**src/hdl/cpu6502_pkg.sv**
```systemverilog
package cpu6502_pkg;

    typedef logic [7:0]  byte_t;  // Data byte
    typedef logic [15:0] addr_t;  // Memory address or program counter

    // Cycle states of one instruction
    typedef enum logic [2:0]
    {
        st_fetch        = 3'd0,  // Opcode request and write back of the previous instruction
        st_operand      = 3'd1,  // Second byte request
        st_zeropage     = 3'd2,  // Zero-page read or write
        st_address_high = 3'd3,  // JMP high byte request
        st_branch_low   = 3'd4,  // New PCL for a taken branch
        st_branch_high  = 3'd5   // Page fixup of PCH
    } state_t;

    typedef struct packed
    {
        logic n;  // Negative
        logic v;  // Overflow
        logic z;  // Zero
        logic c;  // Carry
    } flags_t;

    // Control word from the decoder
    typedef struct packed
    {
        struct packed
        {
            logic increment;    // PC + 1
            logic branch_low;   // PCL from branch adder
            logic branch_high;  // PCH fixup after a page crossing
            logic vector;       // PC from the last two bytes read
        } pc;
        struct packed
        {
            logic pc;        // Address is PC
            logic zeropage;  // Address is 00 and data byte
        } addr;
        struct packed
        {
            logic enable;  // Write A to memory
        } write;
        struct packed
        {
            logic data_in;  // Data byte onto DB
            logic alu;      // ALU result onto DB
            logic a;        // A onto DB
            logic count;    // Counter result onto DB
        } db;
        struct packed
        {
            logic x;    // Counter input from X
            logic y;    // Counter input from Y
            logic inc;  // Count up
            logic dec;  // Count down
        } count;
        struct packed
        {
            logic nz;     // N and Z from DB
            logic alu_c;  // C from ALU carry
            logic alu_v;  // V from ALU overflow
            logic ir5_c;  // C from opcode bit 5
            logic ir5_v;  // V cleared by CLV
        } flag;
        struct packed
        {
            logic a;
            logic x;
            logic y;
        } load;  // Register loads from DB
    } control_t;

    typedef struct packed
    {
        addr_t address;
        byte_t data;   // Write data
        logic  write;
    } bus_t;

    typedef struct packed
    {
        byte_t a;
        byte_t x;
        byte_t y;
        byte_t pcl;  // Low byte of PC for the branch adder
    } regs_t;

endpackage

```
**src/hdl/cpu6502_alu.sv**
```systemverilog
`timescale 1ns/1ps

module cpu6502_alu
(
    input  cpu6502_pkg::byte_t a,
    input  cpu6502_pkg::byte_t b,
    input  logic               carry_in,
    input  logic [2:0]         op,         // ORA AND EOR ADC STA LDA CMP SBC
    output cpu6502_pkg::byte_t result,
    output logic               carry_out,
    output logic               overflow
);
    import cpu6502_pkg::*;

    byte_t      addend;  // Second operand after complement
    logic       carry;
    logic [8:0] sum;

    assign addend = op[2] ? ~b : b;        // CMP and SBC subtract
    assign carry  = carry_in | ~op[0];     // CMP always starts with carry set
    assign sum    = {1'b0, a} + {1'b0, addend} + 9'(carry);

    always_comb
    begin
        case (op)
            3'd0:    result = a | b;     // ORA
            3'd1:    result = a & b;     // AND
            3'd2:    result = a ^ b;     // EOR
            3'd3:    result = sum[7:0];  // ADC
            3'd5:    result = b;         // LDA
            3'd6:    result = sum[7:0];  // CMP
            3'd7:    result = sum[7:0];  // SBC
            default: result = 8'h00;     // STA has no result
        endcase
    end

    // Signed overflow when both inputs agree in sign and the result does not
    assign overflow  = (a[7] ^ result[7]) & (addend[7] ^ result[7]);
    assign carry_out = sum[8];

endmodule

```
**src/hdl/cpu6502_decode.sv**
```systemverilog
`timescale 1ns/1ps

module cpu6502_decode
(
    input  logic                  clock,
    input  logic                  reset,
    input  logic                  enable,
    input  cpu6502_pkg::byte_t    data_in,
    input  cpu6502_pkg::byte_t    data_latch,
    input  cpu6502_pkg::flags_t   flags,
    input  logic                  branch_cross,
    output cpu6502_pkg::control_t control,
    output cpu6502_pkg::state_t   state,
    output cpu6502_pkg::byte_t    opcode
);
    import cpu6502_pkg::*;

    byte_t  opcode_reg;  // Opcode of the instruction in flight
    state_t next_state;

    // Opcode byte is on the bus during st_operand and held from then on
    assign opcode = (state == st_operand) ? data_latch : opcode_reg;

    // Opcode classes
    wire logic op_alu_imm = (opcode ==? 8'b???_010_01) && (opcode[7:5] != 3'b100);
    wire logic op_alu_zp  = opcode ==? 8'b???_001_01;  // Includes STA $00
    wire logic op_sta     = opcode == 8'h85;
    wire logic op_alu     = op_alu_imm | (op_alu_zp & ~op_sta);
    wire logic op_cmp     = opcode[7:5] == 3'b110;
    wire logic op_adc_sbc = opcode[6:5] == 2'b11;      // ADC or SBC
    wire logic op_ldx     = opcode == 8'hA2;
    wire logic op_ldy     = opcode == 8'hA0;
    wire logic op_tax     = opcode == 8'hAA;
    wire logic op_tay     = opcode == 8'hA8;
    wire logic op_txa     = opcode == 8'h8A;
    wire logic op_tya     = opcode == 8'h98;
    wire logic op_inx     = opcode == 8'hE8;
    wire logic op_iny     = opcode == 8'hC8;
    wire logic op_dex     = opcode == 8'hCA;
    wire logic op_dey     = opcode == 8'h88;
    wire logic op_clc_sec = opcode ==? 8'b00?_110_00;
    wire logic op_clv     = opcode == 8'hB8;
    wire logic op_branch  = opcode ==? 8'b???_100_00;  // BPL BMI BVC BVS BCC BCS BNE BEQ
    wire logic op_jmp     = opcode == 8'h4C;

    wire logic op_count = op_txa | op_tya | op_inx | op_iny | op_dex | op_dey;
    wire logic op_load_x = op_ldx | op_tax | op_inx | op_dex;
    wire logic op_load_y = op_ldy | op_tay | op_iny | op_dey;
    wire logic op_load_a = (op_alu & ~op_cmp) | op_txa | op_tya;
    wire logic op_operand = op_alu_imm | op_alu_zp | op_ldx | op_ldy | op_branch | op_jmp;

    // Opcode bits 7..6 pick the flag and bit 5 the value that takes the branch
    wire logic [3:0] branch_flags = {flags.z, flags.c, flags.v, flags.n};
    wire logic branch_taken = branch_flags[opcode[7:6]] == opcode[5];

    always_comb
    begin
        control    = '0;
        next_state = st_fetch;
        case (state)
            st_fetch:
            begin
                next_state           = st_operand;
                control.addr.pc      = 1'b1;
                control.pc.increment = 1'b1;
                control.pc.vector    = op_jmp;  // JMP target completes here

                // Write back of the previous instruction
                control.db.data_in   = op_ldx | op_ldy;
                control.db.alu       = op_alu;
                control.db.a         = op_tax | op_tay;
                control.db.count     = op_count;
                control.count.x      = op_txa | op_inx | op_dex;
                control.count.y      = op_tya | op_iny | op_dey;
                control.count.inc    = op_inx | op_iny;
                control.count.dec    = op_dex | op_dey;
                control.flag.nz      = op_alu | op_ldx | op_ldy | op_tax | op_tay | op_count;
                control.flag.alu_c   = op_alu & (op_adc_sbc | op_cmp);
                control.flag.alu_v   = op_alu & op_adc_sbc;
                control.flag.ir5_c   = op_clc_sec;
                control.flag.ir5_v   = op_clv;
                control.load.a       = op_load_a;
                control.load.x       = op_load_x;
                control.load.y       = op_load_y;
            end
            st_operand:
            begin
                control.addr.pc      = 1'b1;
                control.pc.increment = op_operand;  // Implied ops reread the same byte
                if (op_alu_zp)
                    next_state = st_zeropage;
                else if (op_jmp)
                    next_state = st_address_high;
                else if (op_branch && branch_taken)
                    next_state = st_branch_low;
            end
            st_zeropage:
            begin
                control.addr.zeropage = 1'b1;
                control.write.enable  = op_sta;
            end
            st_address_high:
            begin
                control.addr.pc = 1'b1;  // High byte arrives in the next fetch
            end
            st_branch_low:
            begin
                control.addr.pc       = 1'b1;  // Dummy read of the next opcode
                control.pc.branch_low = 1'b1;
                if (branch_cross)
                    next_state = st_branch_high;
            end
            st_branch_high:
            begin
                control.addr.pc        = 1'b1;  // Dummy read in the old page
                control.pc.branch_high = 1'b1;
            end
            default:
            begin
                next_state = st_fetch;
            end
        endcase
    end

    always_ff @(posedge clock)
    begin
        if (reset)
        begin
            state      <= st_fetch;
            opcode_reg <= 8'hEA;  // NOP so the first fetch writes nothing back
        end
        else if (enable)
        begin
            state <= next_state;
            if (state == st_operand)
                opcode_reg <= data_in;
        end
    end

    state_legal : assert property (@(posedge clock) disable iff (reset)
        state inside {st_fetch, st_operand, st_zeropage, st_address_high,
                      st_branch_low, st_branch_high});

    write_in_zeropage : assert property (@(posedge clock) disable iff (reset)
        control.write.enable |-> state == st_zeropage);

    // Page fixup is only reached from the low byte update
    fixup_after_low : assert property (@(posedge clock) disable iff (reset)
        enable && state != st_branch_low |=> state != st_branch_high);

endmodule

```
**src/hdl/cpu6502_execute.sv**
```systemverilog
`timescale 1ns/1ps

module cpu6502_execute
(
    input  cpu6502_pkg::control_t control,
    input  cpu6502_pkg::byte_t    opcode,
    input  cpu6502_pkg::regs_t    regs,
    input  cpu6502_pkg::flags_t   flags,
    input  cpu6502_pkg::byte_t    data_latch,
    output cpu6502_pkg::byte_t    db,
    output logic                  alu_carry,
    output logic                  alu_overflow,
    output cpu6502_pkg::byte_t    branch_low,
    output logic                  branch_cross,
    output logic                  branch_back
);
    import cpu6502_pkg::*;

    byte_t      alu_result;
    byte_t      count_in;
    byte_t      count_out;
    logic [8:0] branch_sum;  // PCL plus offset with carry

    // A against the operand byte
    cpu6502_alu alu_i
    (
        .a         (regs.a),
        .b         (data_latch),
        .carry_in  (flags.c),
        .op        (opcode[7:5]),
        .result    (alu_result),
        .carry_out (alu_carry),
        .overflow  (alu_overflow)
    );

    // Counter for transfers and increment or decrement
    assign count_in  = control.count.x ? regs.x :
                       control.count.y ? regs.y : data_latch;
    assign count_out = count_in + {8{control.count.dec}} + 8'(control.count.inc);

    // Internal data bus
    assign db = (control.db.data_in ? data_latch : '0)
              | (control.db.alu     ? alu_result : '0)
              | (control.db.a       ? regs.a     : '0)
              | (control.db.count   ? count_out  : '0);

    // Branch target low byte
    assign branch_sum   = {1'b0, regs.pcl} + {1'b0, data_latch};
    assign branch_low   = branch_sum[7:0];
    assign branch_cross = branch_sum[8] ^ data_latch[7];  // Carry forward or borrow backward
    assign branch_back  = data_latch[7];                  // Negative offset

endmodule

```
**src/hdl/cpu6502_result.sv**
```systemverilog
`timescale 1ns/1ps

module cpu6502_result
#(
    parameter cpu6502_pkg::addr_t RESET_PC = 16'h0200
)
(
    input  logic                  clock,
    input  logic                  reset,
    input  logic                  enable,
    input  cpu6502_pkg::byte_t    data_in,
    input  cpu6502_pkg::control_t control,
    input  cpu6502_pkg::byte_t    opcode,
    input  cpu6502_pkg::byte_t    db,
    input  logic                  alu_carry,
    input  logic                  alu_overflow,
    input  cpu6502_pkg::byte_t    branch_low,
    input  logic                  branch_back,
    output cpu6502_pkg::regs_t    regs,
    output cpu6502_pkg::flags_t   flags,
    output cpu6502_pkg::byte_t    data_latch,
    output cpu6502_pkg::bus_t     bus
);
    import cpu6502_pkg::*;

    byte_t  a_reg;
    byte_t  x_reg;
    byte_t  y_reg;
    addr_t  pc;
    addr_t  pc_base;     // PC or JMP vector for this cycle
    addr_t  next_pc;
    flags_t next_flags;
    byte_t  data_prev;   // Byte seen one cycle earlier
    byte_t  write_data;  // Last byte written
    logic   wrote;       // Previous enabled cycle was a write
    logic   back;        // Branch direction kept for the fixup

    // Memory holds data_in between enabled edges
    assign data_latch = wrote ? write_data : data_in;

    assign regs = {a_reg, x_reg, y_reg, pc[7:0]};

    always_comb
    begin
        pc_base = control.pc.vector ? {data_latch, data_prev} : pc;  // High byte now, low before
        if (control.pc.branch_low)
            next_pc = {pc[15:8], branch_low};
        else if (control.pc.branch_high)
            next_pc = {pc[15:8] + (back ? 8'hFF : 8'h01), pc[7:0]};
        else
            next_pc = pc_base + addr_t'(control.pc.increment);
    end

    always_comb
    begin
        next_flags = flags;
        if (control.flag.nz)
        begin
            next_flags.n = db[7];
            next_flags.z = db == 8'h00;
        end
        if (control.flag.alu_c)
            next_flags.c = alu_carry;
        else if (control.flag.ir5_c)
            next_flags.c = opcode[5];  // CLC 18 or SEC 38
        if (control.flag.alu_v)
            next_flags.v = alu_overflow;
        else if (control.flag.ir5_v)
            next_flags.v = ~opcode[5];  // CLV has bit 5 set
    end

    always_ff @(posedge clock)
    begin
        if (reset)
        begin
            pc    <= RESET_PC;
            a_reg <= '0;
            x_reg <= '0;
            y_reg <= '0;
            flags <= '0;
            wrote <= 1'b0;
        end
        else if (enable)
        begin
            pc    <= next_pc;
            flags <= next_flags;
            wrote <= control.write.enable;
            if (control.load.a)
                a_reg <= db;
            if (control.load.x)
                x_reg <= db;
            if (control.load.y)
                y_reg <= db;
        end
    end

    // Byte history and branch direction
    always_ff @(posedge clock)
    begin
        if (enable)
        begin
            data_prev <= data_latch;
            if (control.write.enable)
                write_data <= bus.data;
            if (control.pc.branch_low)
                back <= branch_back;
        end
    end

    // Bus request
    assign bus.address = (control.addr.pc       ? pc_base              : '0)
                       | (control.addr.zeropage ? {8'h00, data_latch} : '0);
    assign bus.data    = a_reg;  // STA is the only store
    assign bus.write   = control.write.enable;

    pc_held_on_stall : assert property (@(posedge clock) disable iff (reset)
        !enable |=> $stable(pc));

endmodule

```
**src/hdl/cpu6502.sv**
```systemverilog
`timescale 1ns/1ps

module cpu6502
#(
    parameter cpu6502_pkg::addr_t RESET_PC = 16'h0200
)
(
    input  logic               clock,
    input  logic               reset,
    input  logic               enable,        // Stall when low
    input  cpu6502_pkg::byte_t data_in,
    output cpu6502_pkg::addr_t address,
    output cpu6502_pkg::byte_t data_out,
    output logic               write_enable,
    output logic               sync          // Opcode fetch cycle
);
    import cpu6502_pkg::*;

    control_t control;
    state_t   state;
    byte_t    opcode;
    regs_t    regs;
    flags_t   flags;
    byte_t    data_latch;
    byte_t    db;
    logic     alu_carry;
    logic     alu_overflow;
    byte_t    branch_low;
    logic     branch_cross;
    logic     branch_back;
    bus_t     bus;

    cpu6502_decode decode_i
    (
        .clock        (clock),
        .reset        (reset),
        .enable       (enable),
        .data_in      (data_in),
        .data_latch   (data_latch),
        .flags        (flags),
        .branch_cross (branch_cross),
        .control      (control),
        .state        (state),
        .opcode       (opcode)
    );

    cpu6502_execute execute_i
    (
        .control      (control),
        .opcode       (opcode),
        .regs         (regs),
        .flags        (flags),
        .data_latch   (data_latch),
        .db           (db),
        .alu_carry    (alu_carry),
        .alu_overflow (alu_overflow),
        .branch_low   (branch_low),
        .branch_cross (branch_cross),
        .branch_back  (branch_back)
    );

    cpu6502_result #(.RESET_PC(RESET_PC)) result_i
    (
        .clock        (clock),
        .reset        (reset),
        .enable       (enable),
        .data_in      (data_in),
        .control      (control),
        .opcode       (opcode),
        .db           (db),
        .alu_carry    (alu_carry),
        .alu_overflow (alu_overflow),
        .branch_low   (branch_low),
        .branch_back  (branch_back),
        .regs         (regs),
        .flags        (flags),
        .data_latch   (data_latch),
        .bus          (bus)
    );

    assign address      = bus.address;
    assign data_out     = bus.data;
    assign write_enable = bus.write;
    assign sync         = state == st_fetch;

endmodule

```
**config.mk**
```make
export PLATFORM = sky130hd
export DESIGN_NAME = cpu6502
export DESIGN_NICKNAME = d
export VERILOG_FILES = /design/src/hdl/cpu6502_pkg.sv /design/src/hdl/cpu6502_alu.sv /design/src/hdl/cpu6502_decode.sv /design/src/hdl/cpu6502_execute.sv /design/src/hdl/cpu6502_result.sv /design/src/hdl/cpu6502.sv
export SDC_FILE = /design/constraint.sdc
export NUM_CORES = 1
export LEC_CHECK = 0
export BUFFER_PORTS_ARGS = -buffer_cell sky130_fd_sc_hd__buf_4
export CAP_MARGIN = 10
export CELL_PAD_IN_SITES_DETAIL_PLACEMENT = 2
export CELL_PAD_IN_SITES_GLOBAL_PLACEMENT = 2
export CORE_ASPECT_RATIO = 0.7
export CORE_MARGIN = 8
export CORE_UTILIZATION = 38
export DETAILED_ROUTE_END_ITERATION = 10
export GPL_TIMING_DRIVEN = 0
export PLACE_DENSITY_LB_ADDON = 0.3
export SLEW_MARGIN = 20
export SYNTH_ARGS = -nofsm -noshare
export SYNTH_HDL_FRONTEND = slang
export SYNTH_SLANG_ARGS = --single-unit
export TNS_END_PERCENT = 50
```
**constraint.sdc**
```tcl
create_clock -name clock -period 5.9 [get_ports clock]
set_clock_uncertainty 0.2 [all_clocks]
set_input_delay 0.295 -clock clock [delete_from_list [all_inputs] [get_ports clock]]
set_output_delay 0.295 -clock clock [all_outputs]
set_load 0.05 [all_outputs]
```
==> metrics.md <==
| Metric | Value |
|---|---|
| Status | `completed` |
| FILL cells | `2031` |
| Async S/R FF share, synth | `0` |
| Leakage power | `0.00311 uW` |
| Drt initial violations | `570` |
| Cell variety after synth | `92` |
| Post-Syn Nets | `906` |
| First-pass GRT wire length | `47900 um` |
| Placeable Area | `17800 sq um` |
| Avg WL per Cell | `27.7 um` |
| Setup TNS | `0 ns` |
| Flop-to-flop setup slack | `0.13 ns` |
| Reg with most FFs | `result_i.pc` |
| Die Span Y | `128 um` |
| Fmax achieved | `173 MHz` |
| CP Class | `reg -> reg` |
| Postcts setup bufs | `0` |
| Initial core utilization | `0.383` |
| Die area | `22600 sq um` |
| Die W | `176 um` |
| Hold Startpoint | `data_in[2]` |
| Via count | `7247` |
| Layout cells sized above 1 | `0.142` |
| # clock sinks | `73` |
| TritonRoute pass-1 iters | `7` |
| Power Density | `207 nW/um^2` |
| Register area share after synthesis | `0.239` |
| Max FFs per register | `16` |
| I/O pin count | `37` |
| Clk Latency, worst-skew pair | `0.36 ns` |
| DPL Wire Length | `23900 um` |
| DR vias/cell | `6.40` |
| Clock transition at path regs | `0.06 ns` |
| Final cell count without fillers | `1133` |
| Maxcap violations | `0` |
| CP required | `6.00 ns` |
| CTS tree | `done` |
| Mapped cell area | `6820 sq um` |
| Drt drc | `0` |
| Worst path arrival time | `5.86 ns` |
| Std cell rows | `41` |
| GRT overflow | `0` |
| Antenna violations before repair | `0` |
| Placed cell count | `1117` |
| Util after Layout | `0.433` |
| Placer congestion estimate | `0.918` |
| # diodes | `0` |
| CTS Buffer Depth | `2` |
| Largest net degree at the start of global routing | `14` |
| Top cells by area, synth | `dfxtp_1 16%, ha_1 8.3%, edfxtp_1 7.5%, nor2_1 5.0%, nand2_1 4.2%` |
| Worst Tran Pin Value | `1.17 ns` |
| Fin. Hold Viols | `0` |
| DRT antenna net count | `0` |
| Total chip power | `1600 uW` |
| Total track usage | `0.278` |
| Destination of the worst hold path | `decode_i.opcode_reg[2]` |
| CP max FO | `10` |
| YS warnings | `0` |
| Final Slew Violations | `0` |
| H-tree levels | `3` |
| Slew headroom | `0.216` |
| Final Setup Violations | `0` |
| CP Capture Type | `register` |
| Area Overhead vs Synth | `13.0%` |
| Final-stage net count | `954` |
| Mapped Cells | `844` |
| Worst hold path class | `in -> reg` |
| Part of the cycle the worst path needs | `0.977` |
| Top cell type's share of synthesized area | `0.164` |
| Synthesized flop and latch total | `73` |
| Worst Reg-to-Reg Cells | `19` |
| TritonCTS buffer count | `9` |
| Post-layout minimum cycle time | `5.77 ns` |
| Critical register-to-register path endpoint | `result_i.flags[1]` |
| Ys flop type | `dfxtp_1` |
| Startpoint types | `register` |
| PortBufs | `36` |
| Vias in the first global route | `7729` |
| Syn avg cell area | `8.09 sq um` |
| Post-synth EDFFs | `17` |
| Post-synth top area cell | `dfxtp_1` |
| R2R Path Start | `decode_i.opcode_reg[3]` |
| Worst IR Drop VDD | `116 uV` |
| WL final | `31400 um` |
| RSZ-0062 raised after global routing | `false` |
| Root buf cell | `clkbuf_16` |
| Hold Crit Depth | `3` |
==> how the worst max path moves through the flow <==
stage | from | endpoint
2_1_floorplan | decode_i.state[1] | result_i.flags[1]
3_3_place_gp | result_i.wrote | result_i.flags[1]
3_5_place_dp | result_i.wrote | result_i.flags[1]
4_1_cts | result_i.wrote | result_i.flags[1]
5_1_grt | decode_i.opcode_reg[3] | result_i.flags[1]
6_report | decode_i.opcode_reg[3] | result_i.flags[1]
==> final cells by class <==
| type | instances | area, sq um | share of cell area |
|---|---|---|---|
| Clock buffer | 9 | 225 | 0.0292 |
| Inverter | 42 | 163 | 0.0211 |
| Timing Repair Buffer | 37 | 278 | 0.0360 |
| Buffer | 54 | 327 | 0.0424 |
| Tap cell | 236 | 295 | 0.0383 |
| Clock inverter | 7 | 70.1 | 0.00909 |
| Sequential cell | 73 | 1630 | 0.212 |
| Multi-Input combinational cell | 675 | 4720 | 0.612 |
==> stage by stage <==
stage | hold WS (ns) | worst slack (ns) | cell area, sq um
after floorplan | 0.207 | 1.69 | 6820
after global placement | 0.254 | 0.146 | 7390
after detailed placement | 0.287 | 0.170 | 7400
after CTS | 0.0466 | 0.0377 | 7700
after global routing | 0.0533 | 0.0479 | 7710
final | 0.0444 | 0.134 | 7710
==> cells in the mapped netlist, drive strengths merged (9+ instances only) <==
| cell | number |
|---|---|
| a211oi | 31 |
| and2 | 11 |
| nor3 | 14 |
| buf | 32 |
| xnor2 | 31 |
| nor3b | 9 |
| clkbuf | 22 |
| nand2 | 78 |
| mux2i | 30 |
| o22ai | 12 |
| nor2b | 10 |
| inv | 39 |
| nor2 | 91 |
| dfxtp | 56 |
| nand3 | 27 |
| and3 | 13 |
| edfxtp | 17 |
| a21oi | 58 |
| xor2 | 14 |
| ha | 45 |
| nor4 | 9 |
| o21ai | 47 |
==> where the power goes <==
group	internal [uW]	total, uW	leakage [uW]	switching, uW
Combinational	160	477	0.00236	317
Sequential	528	549	0.000614	21.0
Clock	327	574	0.000135	247
Total	1010	1600	0.00311	585
==> layout by cell type, fill, tap and decap left out, types with 9 or more instances in the layout <==
| master | count |
|---|---|
| a21oi_1 | 56 |
| dfxtp_1 | 56 |
| buf_4 | 49 |
| xnor2_1 | 30 |
| buf_2 | 13 |
| clkbuf_16 | 9 |
| o21ai_0 | 41 |
| o22ai_1 | 12 |
| a211oi_1 | 30 |
| nand3_1 | 27 |
| nor2b_1 | 10 |
| edfxtp_1 | 17 |
| nor3_1 | 14 |
| clkbuf_1 | 21 |
| nor2_1 | 91 |
| mux2i_1 | 25 |
| and3_1 | 13 |
| and2_1 | 9 |
| inv_1 | 35 |
| nand2_1 | 77 |
| ha_1 | 45 |
| xor2_1 | 14 |
==> metal layers <==
metal	global-route usage	up-vias	share of wire
li1	-	3183	-
met1	0.389	3709	0.47
met5	0	-	0
met3	0.0636	64	0.080
met2	0.417	291	0.42
met4	0.0845	0	0.027
==> logic make-up after synthesis <==
group,Yosys count,synth area share
fa+ha+maj,51,0.100
buf+inv,96,0.0710
flops,73,0.239
simple gates,299,0.219
compound gates,242,0.245
xor+xnor,46,0.0622
mux,37,0.0631
==> worst max-delay path, cell delays in order, from the launching register on <==
cell and delay [ns]:
dfxtp_1 0.44, nor2b_1 0.45, nand3_1 0.32, nor2_1 0.45
nand3_1 0.30, clkbuf_1 0.33, o21ai_0 0.25, a21oi_1 0.12
fa_1 0.45, inv_1 0.09, fa_1 0.22, nor2b_1 0.06
o21a_1 0.19, o21ai_0 0.37, nand2b_1 0.13, a21oi_1 0.21
xor2_1 0.21, o221ai_1 0.34, nor4_1 0.40, a31o_1 0.19
==> repair_timing <==
item	in CTS	in global routing
gates resized for setup	0	4
setup endpoints to repair	0	2
hold endpoints to repair	0	0
hold buffers	0	0
(Power assumes the default switching activity.)
